File: src/hdl/id_pkg.sv
// word, instruction and register index types for the decode stage
// RV32I major opcodes, operand select codes and exception bit positions
package id_pkg;

    // ************************************************************************
    // widths
    // ************************************************************************
    localparam int XLEN       = 32;
    localparam int ILEN       = 32;
    localparam int REG_ADDR_W = 5;
    localparam int EXC_W      = 4;

    typedef logic [XLEN-1:0]       xlen_t;
    typedef logic [ILEN-1:0]       inst_t;
    typedef logic [REG_ADDR_W-1:0] reg_addr_t;
    typedef logic [EXC_W-1:0]      exc_t;

    // x0 is hardwired to zero
    localparam reg_addr_t ZERO_REG = 5'd0;

    // exception vector bit positions
    localparam int EXC_MRET    = 0;
    localparam int EXC_ECALL   = 1;
    localparam int EXC_EBREAK  = 2;
    localparam int EXC_ILLEGAL = 3;

    // ************************************************************************
    // major opcodes, inst[6:0]
    // ************************************************************************
    typedef enum logic [6:0] {
        OPC_LOAD   = 7'b0000011,
        OPC_OP_IMM = 7'b0010011,
        OPC_AUIPC  = 7'b0010111,
        OPC_STORE  = 7'b0100011,
        OPC_OP     = 7'b0110011,
        OPC_LUI    = 7'b0110111,
        OPC_BRANCH = 7'b1100011,
        OPC_JALR   = 7'b1100111,
        OPC_JAL    = 7'b1101111,
        OPC_SYSTEM = 7'b1110011
    } opcode_e;

    // first ALU operand source
    typedef enum logic [1:0] {
        OP1_ZERO = 2'd0,
        OP1_RS1  = 2'd1,
        OP1_PC   = 2'd2,
        OP1_UIMM = 2'd3
    } op1_sel_e;

    // second ALU operand source
    typedef enum logic [2:0] {
        OP2_ZERO  = 3'd0,
        OP2_RS2   = 3'd1,
        OP2_IMM_I = 3'd2,
        OP2_IMM_S = 3'd3,
        OP2_SHAMT = 3'd4,
        OP2_FOUR  = 3'd5,
        OP2_UIMM  = 3'd6
    } op2_sel_e;

endpackage

File: src/hdl/id_decoder.sv
// combinational RV32I decoder: read requests, operand assembly,
// write enable and exception vector
`timescale 1ns/1ps

module id_decoder import id_pkg::*; (
    input  inst_t     inst_i,
    input  xlen_t     instaddr_i,
    // forwarded source values
    input  xlen_t     rs1_val_i,
    input  xlen_t     rs2_val_i,
    output reg_addr_t rs1_addr_o,
    output reg_addr_t rs2_addr_o,
    output logic      rs1_read_o,
    output logic      rs2_read_o,
    output xlen_t     op1_o,
    output xlen_t     op2_o,
    output logic      regs_wen_o,
    output reg_addr_t rd_addr_o,
    output exc_t      exception_o
);

    localparam logic [6:0] F7_BASE = 7'b0000000;
    localparam logic [6:0] F7_ALT  = 7'b0100000;

    localparam inst_t INST_ECALL  = 32'h0000_0073;
    localparam inst_t INST_EBREAK = 32'h0010_0073;
    localparam inst_t INST_MRET   = 32'h3020_0073;

    opcode_e     opcode;
    logic [2:0]  funct3;
    logic [6:0]  funct7;
    xlen_t       imm_i;
    xlen_t       imm_s;
    xlen_t       imm_u;
    xlen_t       shamt;
    op1_sel_e    op1_sel;
    op2_sel_e    op2_sel;
    logic        illegal;
    logic        wen;
    logic        rs1_rd;
    logic        rs2_rd;

    assign opcode = opcode_e'(inst_i[6:0]);
    assign funct3 = inst_i[14:12];
    assign funct7 = inst_i[31:25];

    // immediates
    assign imm_i = {{20{inst_i[31]}}, inst_i[31:20]};
    assign imm_s = {{20{inst_i[31]}}, inst_i[31:25], inst_i[11:7]};
    assign imm_u = {inst_i[31:12], 12'h000};
    assign shamt = {27'd0, inst_i[24:20]};

    // ************************************************************************
    // control decode
    // ************************************************************************
    always_comb begin
        rs1_rd      = 1'b0;
        rs2_rd      = 1'b0;
        op1_sel     = OP1_ZERO;
        op2_sel     = OP2_ZERO;
        wen         = 1'b0;
        illegal     = 1'b0;
        exception_o = '0;
        case (opcode)
            OPC_OP_IMM: begin
                rs1_rd  = 1'b1;
                op1_sel = OP1_RS1;
                op2_sel = OP2_IMM_I;
                wen     = 1'b1;
                // shifts carry funct7 in the upper immediate bits
                if (funct3 == 3'b001) begin
                    op2_sel = OP2_SHAMT;
                    illegal = (funct7 != F7_BASE);
                end else if (funct3 == 3'b101) begin
                    op2_sel = OP2_SHAMT;
                    illegal = (funct7 != F7_BASE) && (funct7 != F7_ALT);
                end
            end
            OPC_OP: begin
                rs1_rd  = 1'b1;
                rs2_rd  = 1'b1;
                op1_sel = OP1_RS1;
                op2_sel = OP2_RS2;
                wen     = 1'b1;
                // alternate funct7 only for sub and sra
                if (funct7 == F7_ALT) begin
                    illegal = (funct3 != 3'b000) && (funct3 != 3'b101);
                end else begin
                    illegal = (funct7 != F7_BASE);
                end
            end
            OPC_JAL: begin
                op1_sel = OP1_PC;
                op2_sel = OP2_FOUR;
                wen     = 1'b1;
            end
            OPC_JALR: begin
                rs1_rd  = 1'b1;
                op1_sel = OP1_PC;
                op2_sel = OP2_FOUR;
                wen     = 1'b1;
                illegal = (funct3 != 3'b000);
            end
            OPC_BRANCH: begin
                rs1_rd  = 1'b1;
                rs2_rd  = 1'b1;
                op1_sel = OP1_RS1;
                op2_sel = OP2_RS2;
                illegal = (funct3 == 3'b010) || (funct3 == 3'b011);
            end
            OPC_LUI: begin
                op1_sel = OP1_UIMM;
                wen     = 1'b1;
            end
            OPC_AUIPC: begin
                op1_sel = OP1_PC;
                op2_sel = OP2_UIMM;
                wen     = 1'b1;
            end
            OPC_LOAD: begin
                rs1_rd  = 1'b1;
                op1_sel = OP1_RS1;
                op2_sel = OP2_IMM_I;
                wen     = 1'b1;
                // lb lh lw lbu lhu
                illegal = (funct3 == 3'b011) || (funct3[2:1] == 2'b11);
            end
            OPC_STORE: begin
                rs1_rd  = 1'b1;
                rs2_rd  = 1'b1;
                op1_sel = OP1_RS1;
                op2_sel = OP2_IMM_S;
                illegal = (funct3[2] == 1'b1) || (funct3 == 3'b011);
            end
            OPC_SYSTEM: begin
                if (inst_i == INST_ECALL) begin
                    exception_o[EXC_ECALL] = 1'b1;
                end else if (inst_i == INST_EBREAK) begin
                    exception_o[EXC_EBREAK] = 1'b1;
                end else if (inst_i == INST_MRET) begin
                    exception_o[EXC_MRET] = 1'b1;
                end else begin
                    illegal = 1'b1;
                end
            end
            default: begin
                illegal = 1'b1;
            end
        endcase
        // an illegal instruction requests nothing and writes nothing
        if (illegal) begin
            rs1_rd                   = 1'b0;
            rs2_rd                   = 1'b0;
            op1_sel                  = OP1_ZERO;
            op2_sel                  = OP2_ZERO;
            wen                      = 1'b0;
            exception_o[EXC_ILLEGAL] = 1'b1;
        end
    end

    assign rs1_read_o = rs1_rd;
    assign rs2_read_o = rs2_rd;
    assign rs1_addr_o = rs1_rd ? inst_i[19:15] : ZERO_REG;
    assign rs2_addr_o = rs2_rd ? inst_i[24:20] : ZERO_REG;
    assign regs_wen_o = wen;
    assign rd_addr_o  = wen ? inst_i[11:7] : ZERO_REG;

    // ************************************************************************
    // operand muxes
    // ************************************************************************
    always_comb begin
        case (op1_sel)
            OP1_RS1:  op1_o = rs1_val_i;
            OP1_PC:   op1_o = instaddr_i;
            OP1_UIMM: op1_o = imm_u;
            default:  op1_o = '0;
        endcase
    end

    always_comb begin
        case (op2_sel)
            OP2_RS2:   op2_o = rs2_val_i;
            OP2_IMM_I: op2_o = imm_i;
            OP2_IMM_S: op2_o = imm_s;
            OP2_SHAMT: op2_o = shamt;
            OP2_FOUR:  op2_o = 32'd4;
            OP2_UIMM:  op2_o = imm_u;
            default:   op2_o = '0;
        endcase
    end

endmodule

File: src/hdl/id_operand_fwd.sv
// forwarding mux and load-use check for one source operand
`timescale 1ns/1ps

module id_operand_fwd import id_pkg::*; (
    input  reg_addr_t rs_addr_i,
    input  logic      rs_read_i,
    input  xlen_t     rf_data_i,
    // EX stage write port
    input  inst_t     ex_inst_i,
    input  logic      ex_wen_i,
    input  reg_addr_t ex_wr_addr_i,
    input  xlen_t     ex_wr_data_i,
    // MEM stage write port
    input  logic      mem_wen_i,
    input  reg_addr_t mem_wr_addr_i,
    input  xlen_t     mem_wr_data_i,
    output xlen_t     rs_val_o,
    output logic      load_hazard_o
);

    logic ex_hit;
    logic mem_hit;
    logic ex_is_load;

    // x0 never forwards
    assign ex_hit  = rs_read_i && ex_wen_i && (rs_addr_i == ex_wr_addr_i)
                     && (ex_wr_addr_i != ZERO_REG);
    assign mem_hit = rs_read_i && mem_wen_i && (rs_addr_i == mem_wr_addr_i)
                     && (mem_wr_addr_i != ZERO_REG);

    assign ex_is_load = (opcode_e'(ex_inst_i[6:0]) == OPC_LOAD);

    // youngest producer wins
    always_comb begin
        if (ex_hit) begin
            rs_val_o = ex_wr_data_i;
        end else if (mem_hit) begin
            rs_val_o = mem_wr_data_i;
        end else if (rs_read_i) begin
            rs_val_o = rf_data_i;
        end else begin
            rs_val_o = '0;
        end
    end

    // load data not ready until after MEM
    assign load_hazard_o = ex_hit && ex_is_load;

endmodule

File: src/hdl/id_ex_reg.sv
// ID/EX pipeline register with bubble insertion on a load-use hold
`timescale 1ns/1ps

module id_ex_reg import id_pkg::*; (
    input  logic      clk_i,
    input  logic      rst_n_i,
    input  logic      rs1_hazard_i,
    input  logic      rs2_hazard_i,
    input  inst_t     inst_i,
    input  xlen_t     instaddr_i,
    input  xlen_t     op1_i,
    input  xlen_t     op2_i,
    input  xlen_t     rs1_val_i,
    input  xlen_t     rs2_val_i,
    input  logic      regs_wen_i,
    input  reg_addr_t rd_addr_i,
    input  exc_t      exception_i,
    output logic      hold_flag_o,
    output inst_t     inst_o,
    output xlen_t     instaddr_o,
    output xlen_t     op1_o,
    output xlen_t     op2_o,
    output xlen_t     id_rs1_data_o,
    output xlen_t     id_rs2_data_o,
    output logic      regs_wen_o,
    output reg_addr_t rd_addr_o,
    output exc_t      exception_o
);

    assign hold_flag_o = rs1_hazard_i | rs2_hazard_i;

    // ************************************************************************
    // stage register
    // ************************************************************************
    // a held instruction leaves a bubble behind, it is replayed next cycle
    always_ff @(posedge clk_i) begin
        if (!rst_n_i || hold_flag_o) begin
            inst_o        <= '0;
            instaddr_o    <= '0;
            op1_o         <= '0;
            op2_o         <= '0;
            id_rs1_data_o <= '0;
            id_rs2_data_o <= '0;
            regs_wen_o    <= 1'b0;
            rd_addr_o     <= ZERO_REG;
            exception_o   <= '0;
        end else begin
            inst_o        <= inst_i;
            instaddr_o    <= instaddr_i;
            op1_o         <= op1_i;
            op2_o         <= op2_i;
            id_rs1_data_o <= rs1_val_i;
            id_rs2_data_o <= rs2_val_i;
            regs_wen_o    <= regs_wen_i;
            rd_addr_o     <= rd_addr_i;
            exception_o   <= exception_i;
        end
    end

endmodule

File: src/hdl/id_stage_top.sv
// decode stage top: decoder, rs1/rs2 forwarding units and the ID/EX register
`timescale 1ns/1ps

module id_stage_top import id_pkg::*; (
    input  logic      clk_i,
    input  logic      rst_n_i,
    // from fetch
    input  inst_t     inst_i,
    input  xlen_t     instaddr_i,
    // register file
    input  xlen_t     rs1_data_i,
    input  xlen_t     rs2_data_i,
    output reg_addr_t rs1_addr_o,
    output reg_addr_t rs2_addr_o,
    output logic      rs1_read_o,
    output logic      rs2_read_o,
    // EX stage
    input  inst_t     ex_inst_i,
    input  logic      ex_wen_i,
    input  reg_addr_t ex_wr_addr_i,
    input  xlen_t     ex_wr_data_i,
    // MEM stage
    input  logic      mem_wen_i,
    input  reg_addr_t mem_wr_addr_i,
    input  xlen_t     mem_wr_data_i,
    // pipeline control
    output logic      hold_flag_o,
    // to EX
    output inst_t     inst_o,
    output xlen_t     instaddr_o,
    output xlen_t     op1_o,
    output xlen_t     op2_o,
    output xlen_t     id_rs1_data_o,
    output xlen_t     id_rs2_data_o,
    output logic      regs_wen_o,
    output reg_addr_t rd_addr_o,
    output exc_t      exception_o
);

    xlen_t     rs1_val;
    xlen_t     rs2_val;
    logic      rs1_hazard;
    logic      rs2_hazard;
    xlen_t     dec_op1;
    xlen_t     dec_op2;
    logic      dec_wen;
    reg_addr_t dec_rd_addr;
    exc_t      dec_exc;

    id_decoder u_decoder (
        .inst_i      (inst_i),
        .instaddr_i  (instaddr_i),
        .rs1_val_i   (rs1_val),
        .rs2_val_i   (rs2_val),
        .rs1_addr_o  (rs1_addr_o),
        .rs2_addr_o  (rs2_addr_o),
        .rs1_read_o  (rs1_read_o),
        .rs2_read_o  (rs2_read_o),
        .op1_o       (dec_op1),
        .op2_o       (dec_op2),
        .regs_wen_o  (dec_wen),
        .rd_addr_o   (dec_rd_addr),
        .exception_o (dec_exc)
    );

    id_operand_fwd u_fwd_rs1 (
        .rs_addr_i     (rs1_addr_o),
        .rs_read_i     (rs1_read_o),
        .rf_data_i     (rs1_data_i),
        .ex_inst_i     (ex_inst_i),
        .ex_wen_i      (ex_wen_i),
        .ex_wr_addr_i  (ex_wr_addr_i),
        .ex_wr_data_i  (ex_wr_data_i),
        .mem_wen_i     (mem_wen_i),
        .mem_wr_addr_i (mem_wr_addr_i),
        .mem_wr_data_i (mem_wr_data_i),
        .rs_val_o      (rs1_val),
        .load_hazard_o (rs1_hazard)
    );

    id_operand_fwd u_fwd_rs2 (
        .rs_addr_i     (rs2_addr_o),
        .rs_read_i     (rs2_read_o),
        .rf_data_i     (rs2_data_i),
        .ex_inst_i     (ex_inst_i),
        .ex_wen_i      (ex_wen_i),
        .ex_wr_addr_i  (ex_wr_addr_i),
        .ex_wr_data_i  (ex_wr_data_i),
        .mem_wen_i     (mem_wen_i),
        .mem_wr_addr_i (mem_wr_addr_i),
        .mem_wr_data_i (mem_wr_data_i),
        .rs_val_o      (rs2_val),
        .load_hazard_o (rs2_hazard)
    );

    id_ex_reg u_id_ex_reg (
        .clk_i         (clk_i),
        .rst_n_i       (rst_n_i),
        .rs1_hazard_i  (rs1_hazard),
        .rs2_hazard_i  (rs2_hazard),
        .inst_i        (inst_i),
        .instaddr_i    (instaddr_i),
        .op1_i         (dec_op1),
        .op2_i         (dec_op2),
        .rs1_val_i     (rs1_val),
        .rs2_val_i     (rs2_val),
        .regs_wen_i    (dec_wen),
        .rd_addr_i     (dec_rd_addr),
        .exception_i   (dec_exc),
        .hold_flag_o   (hold_flag_o),
        .inst_o        (inst_o),
        .instaddr_o    (instaddr_o),
        .op1_o         (op1_o),
        .op2_o         (op2_o),
        .id_rs1_data_o (id_rs1_data_o),
        .id_rs2_data_o (id_rs2_data_o),
        .regs_wen_o    (regs_wen_o),
        .rd_addr_o     (rd_addr_o),
        .exception_o   (exception_o)
    );

endmodule

File: config.mk
export PLATFORM = sky130hd
export DESIGN_NAME = id_stage_top
export DESIGN_NICKNAME = d
export VERILOG_FILES = /design/src/hdl/id_pkg.sv /design/src/hdl/id_decoder.sv /design/src/hdl/id_operand_fwd.sv /design/src/hdl/id_ex_reg.sv /design/src/hdl/id_stage_top.sv
export SDC_FILE = /design/constraint.sdc
export NUM_CORES = 1
export LEC_CHECK = 0
export ABC_AREA = 1
export BUFFER_PORTS_ARGS = -buffer_cell sky130_fd_sc_hd__buf_2
export CORE_AREA = 2 2 178 180
export DETAILED_ROUTE_END_ITERATION = 8
export DIE_AREA = 0 0 180 182
export PLACE_DENSITY = 0.6
export RECOVER_POWER = 50
export SETUP_SLACK_MARGIN = 0.5
export SLEW_MARGIN = 20
export SYNTH_ARGS = -nofsm -noshare
export SYNTH_HDL_FRONTEND = slang
export SYNTH_SLANG_ARGS = --single-unit
File: constraint.sdc
create_clock -name clk_i -period 4.1 [get_ports clk_i]
set_clock_uncertainty 0.2 [all_clocks]
set_input_delay 0.205 -clock clk_i [delete_from_list [all_inputs] [get_ports clk_i]]
set_output_delay 0.205 -clock clk_i [all_outputs]
set_load 0.01 [all_outputs]
==> flow_summary.toml <==
[cts]
clk_pin_slew_ns = 0.06
clock_path_buffers = 3
cts_tree = "yes"
clockRootBuffer = "clkbuf_16"
htreeDepth = 1
cts_made_buffers = 24
numClockSinks = 202

[global_route]
grt_max_degree = 38
grt_pass1_vias = 12583
antenna_found_initial = 4
overflow = 0
gr-usage-all-layers = 0.281
grt_pass1_wl_mm = 71.9

[die]
start_util = 0.309
core_um2 = 31000
die_h_um = 182
dieArea_um2 = 32800
die_w_um = 180
std_cell_rows = 65
top_level_ports = 453

[worst_setup_path]
critPathBufInv = 9
cp-start-kind = "primary input"
crit_fanout = 7
critPathKind = "primary input to flop"
crit_slowest_cell = "dlygate4sd3_1"
crit_path_start = "inst_i[6]"
crit_family = "buffers and inverters"
crit_required_ns = 4.32
worst_ep_arrival_time_ns = 3.81
slowest_delay_ns = 0.60
cp_cell_sequence = "clkbuf_1, inv_1, dlygate4sd3_1, nor2_1, nand2_1, inv_1, nand4_1, nand2_2, buf_4, nor2_1, o21ai_1, inv_1, buf_4, o21ai_0, dlygate4sd3_1, a21oi_1, dlygate4sd3_1"
end_kind = "flop"

[run_status]
status = "complete, but fails checks"
violations = "negative hold slack"

[layout]
fin_nets = 2368
final_util = 0.494
n_fill_cell = 3145
regArea_um2 = 4040
multiInputGateArea_um2 = 4360
synthToLayoutAreaGrowth_pct = 60.0
drive_gt1_frac = 0.163

[timing]
fin_tns_setup_ns = 0
fin_crit_sh = 0.877
rsz0062_at_grt = "no"
worstMarginPinSlew_ns = 0.992
finalSetupViolations = 0
hold_viol = 1
slew_headroom = 0.337
fmax_ghz = 0.278
finalCriticalPeriod_ns = 3.60
hold_slack_ns = -0.00601
drv_slew = 0

[pwr]
ir_worst_vdd_mv = 0.351
power_mw = 4.72
p_leak_nw = 7.02
power.density_nw_per_um2 = 308

[logic_synthesis]
yosysWarningCount = 0
yosysUniqueCellTypes = 32
synth-edff-count = 0
ys_seq_elements = 202
syn_area_per_cell_um2 = 6.56
ys_seq_area_frac = 0.422
synth_fp_nets = 1698
synthFlopType = "dfxtp_1"
syn_area_um2 = 9580
async_flop_share = 0
synthCells = 1460

[drt]
drc = 0
vias = 12589
ant_nets = 0
dr.pass1.iters = 5
finalWirelength_mm = 48.1
wl_per_cell_um = 18.8
viasPerCell = 4.93
drt_iter0_markers = 1124

[placed_design]
port_buffers = 427
hpwl_mm = 33.0
place.gp.congestion = 0.931

[min_path]
hp-class = "primary input to flop"
hp-start = "mem_wr_data_i[31]"

[job]
max-cap-violations = 0
## layout make-up
class / instances / area share
diodes: 3 / 0.000490
clock buffers: 32 / 0.0431
clock inverters: 12 / 0.00825
inverters: 221 / 0.0541
multi-input cells: 955 / 0.285
flip-flops and latches: 202 / 0.264
well taps: 402 / 0.0328
repair buffers: 726 / 0.313
## cells in the final DEF (no fill, tap or decap), types with 4 or more instances in the layout
cell type,netlist,routed
a21oi_1,84,84
nand2_1,285,282
nor4_1,6,5
nand2_2,2,4
nand4_1,52,52
buf_12,0,4
dlygate4sd3_1,0,246
inv_1,205,206
clkbuf_16,0,24
nor3_1,7,7
o21ai_0,31,30
nand3_1,207,207
clkbuf_1,37,210
buf_4,16,48
nor2_4,4,9
inv_2,16,15
xor2_1,6,6
clkinv_2,0,7
nor2_1,252,247
dfxtp_1,202,202
buf_2,24,223
## through the flow
step | cell area, um2 | cells | setup slack, ns | hold slack [ns]
CTS | 15500 | 2540 | 0.506 | 0.00402
global placement | 12200 | 2250 | 0.621 | 0.231
detailed placement | 12200 | 2250 | 0.589 | 0.235
floorplan | 9580 | 1460 | 1.49 | 0.117
global route | 15300 | 2553 | 0.304 | 0.0365
finish | 15300 | 2553 | 0.504 | -0.00601
## sequential cells by signal (all words and copies together), names as in the netlist
signal                     flops
u_id_ex_reg.instaddr_o        32
u_id_ex_reg.id_rs1_data_o     32
u_id_ex_reg.op2_o             32
u_id_ex_reg.inst_o            32
u_id_ex_reg.exception_o        4
u_id_ex_reg.regs_wen_o         1
u_id_ex_reg.op1_o             32
u_id_ex_reg.id_rs2_data_o     32
u_id_ex_reg.rd_addr_o          5
## synthesized netlist by cell type, types with 7 or more instances
| cell type | n | area (um2) |
|---|---|---|
| nand4_1 | 52 | 325 |
| buf_4 | 16 | 120 |
| inv_2 | 16 | 60.1 |
| nor3_1 | 7 | 35.0 |
| nand3_1 | 207 | 1040 |
| clkbuf_1 | 37 | 139 |
| dfxtp_1 | 202 | 4040 |
| a21oi_1 | 84 | 420 |
| inv_1 | 205 | 769 |
| nand2_1 | 285 | 1070 |
| buf_2 | 24 | 120 |
| o21ai_0 | 31 | 155 |
| nor2_1 | 252 | 946 |
## where the power goes
group	internal, mW	total [mW]	switching (mW)
clock network	1.26	2.16	0.894
registers	2.00	2.01	0.00931
logic	0.254	0.558	0.304
total	3.51	4.72	1.21
## cells by family after synthesis
family / count (synthesis) / share of synthesized area
flops: 202 / 0.422
compound gates: 127 / 0.0701
buf+inv: 304 / 0.132
xor+xnor: 6 / 0.00549
simple gates: 821 / 0.371
## layer usage
metal  global-route usage  vias to the layer above  wire length [um]
met1                0.338                     5811             18800
met5                    0                        -                13
met3               0.0517                      123              4270
met2                0.497                      704             23300
li1                     -                     5949                 -
met4                0.102                        2              1690
## final timing paths
| check | end | slack [ns] | cells after the start |
|---|---|---|---|
| min | u_id_ex_reg.id_rs2_data_o[31]$_SDFF_PP0_ | -0.006 | 5 |
| max | u_id_ex_reg.op2_o[31]$_SDFF_PP0_ | 0.50 | 17 |
## timing repair
item / in CTS / in global routing
hold buffers: 246 / 0
endpoints found under the hold margin: 201 / 0
resized for setup: 0 / 3
setup endpoints to repair: 0 / 10
setup buffers: 0 / 9
Note: power is estimated with default switching activity, not from simulation.
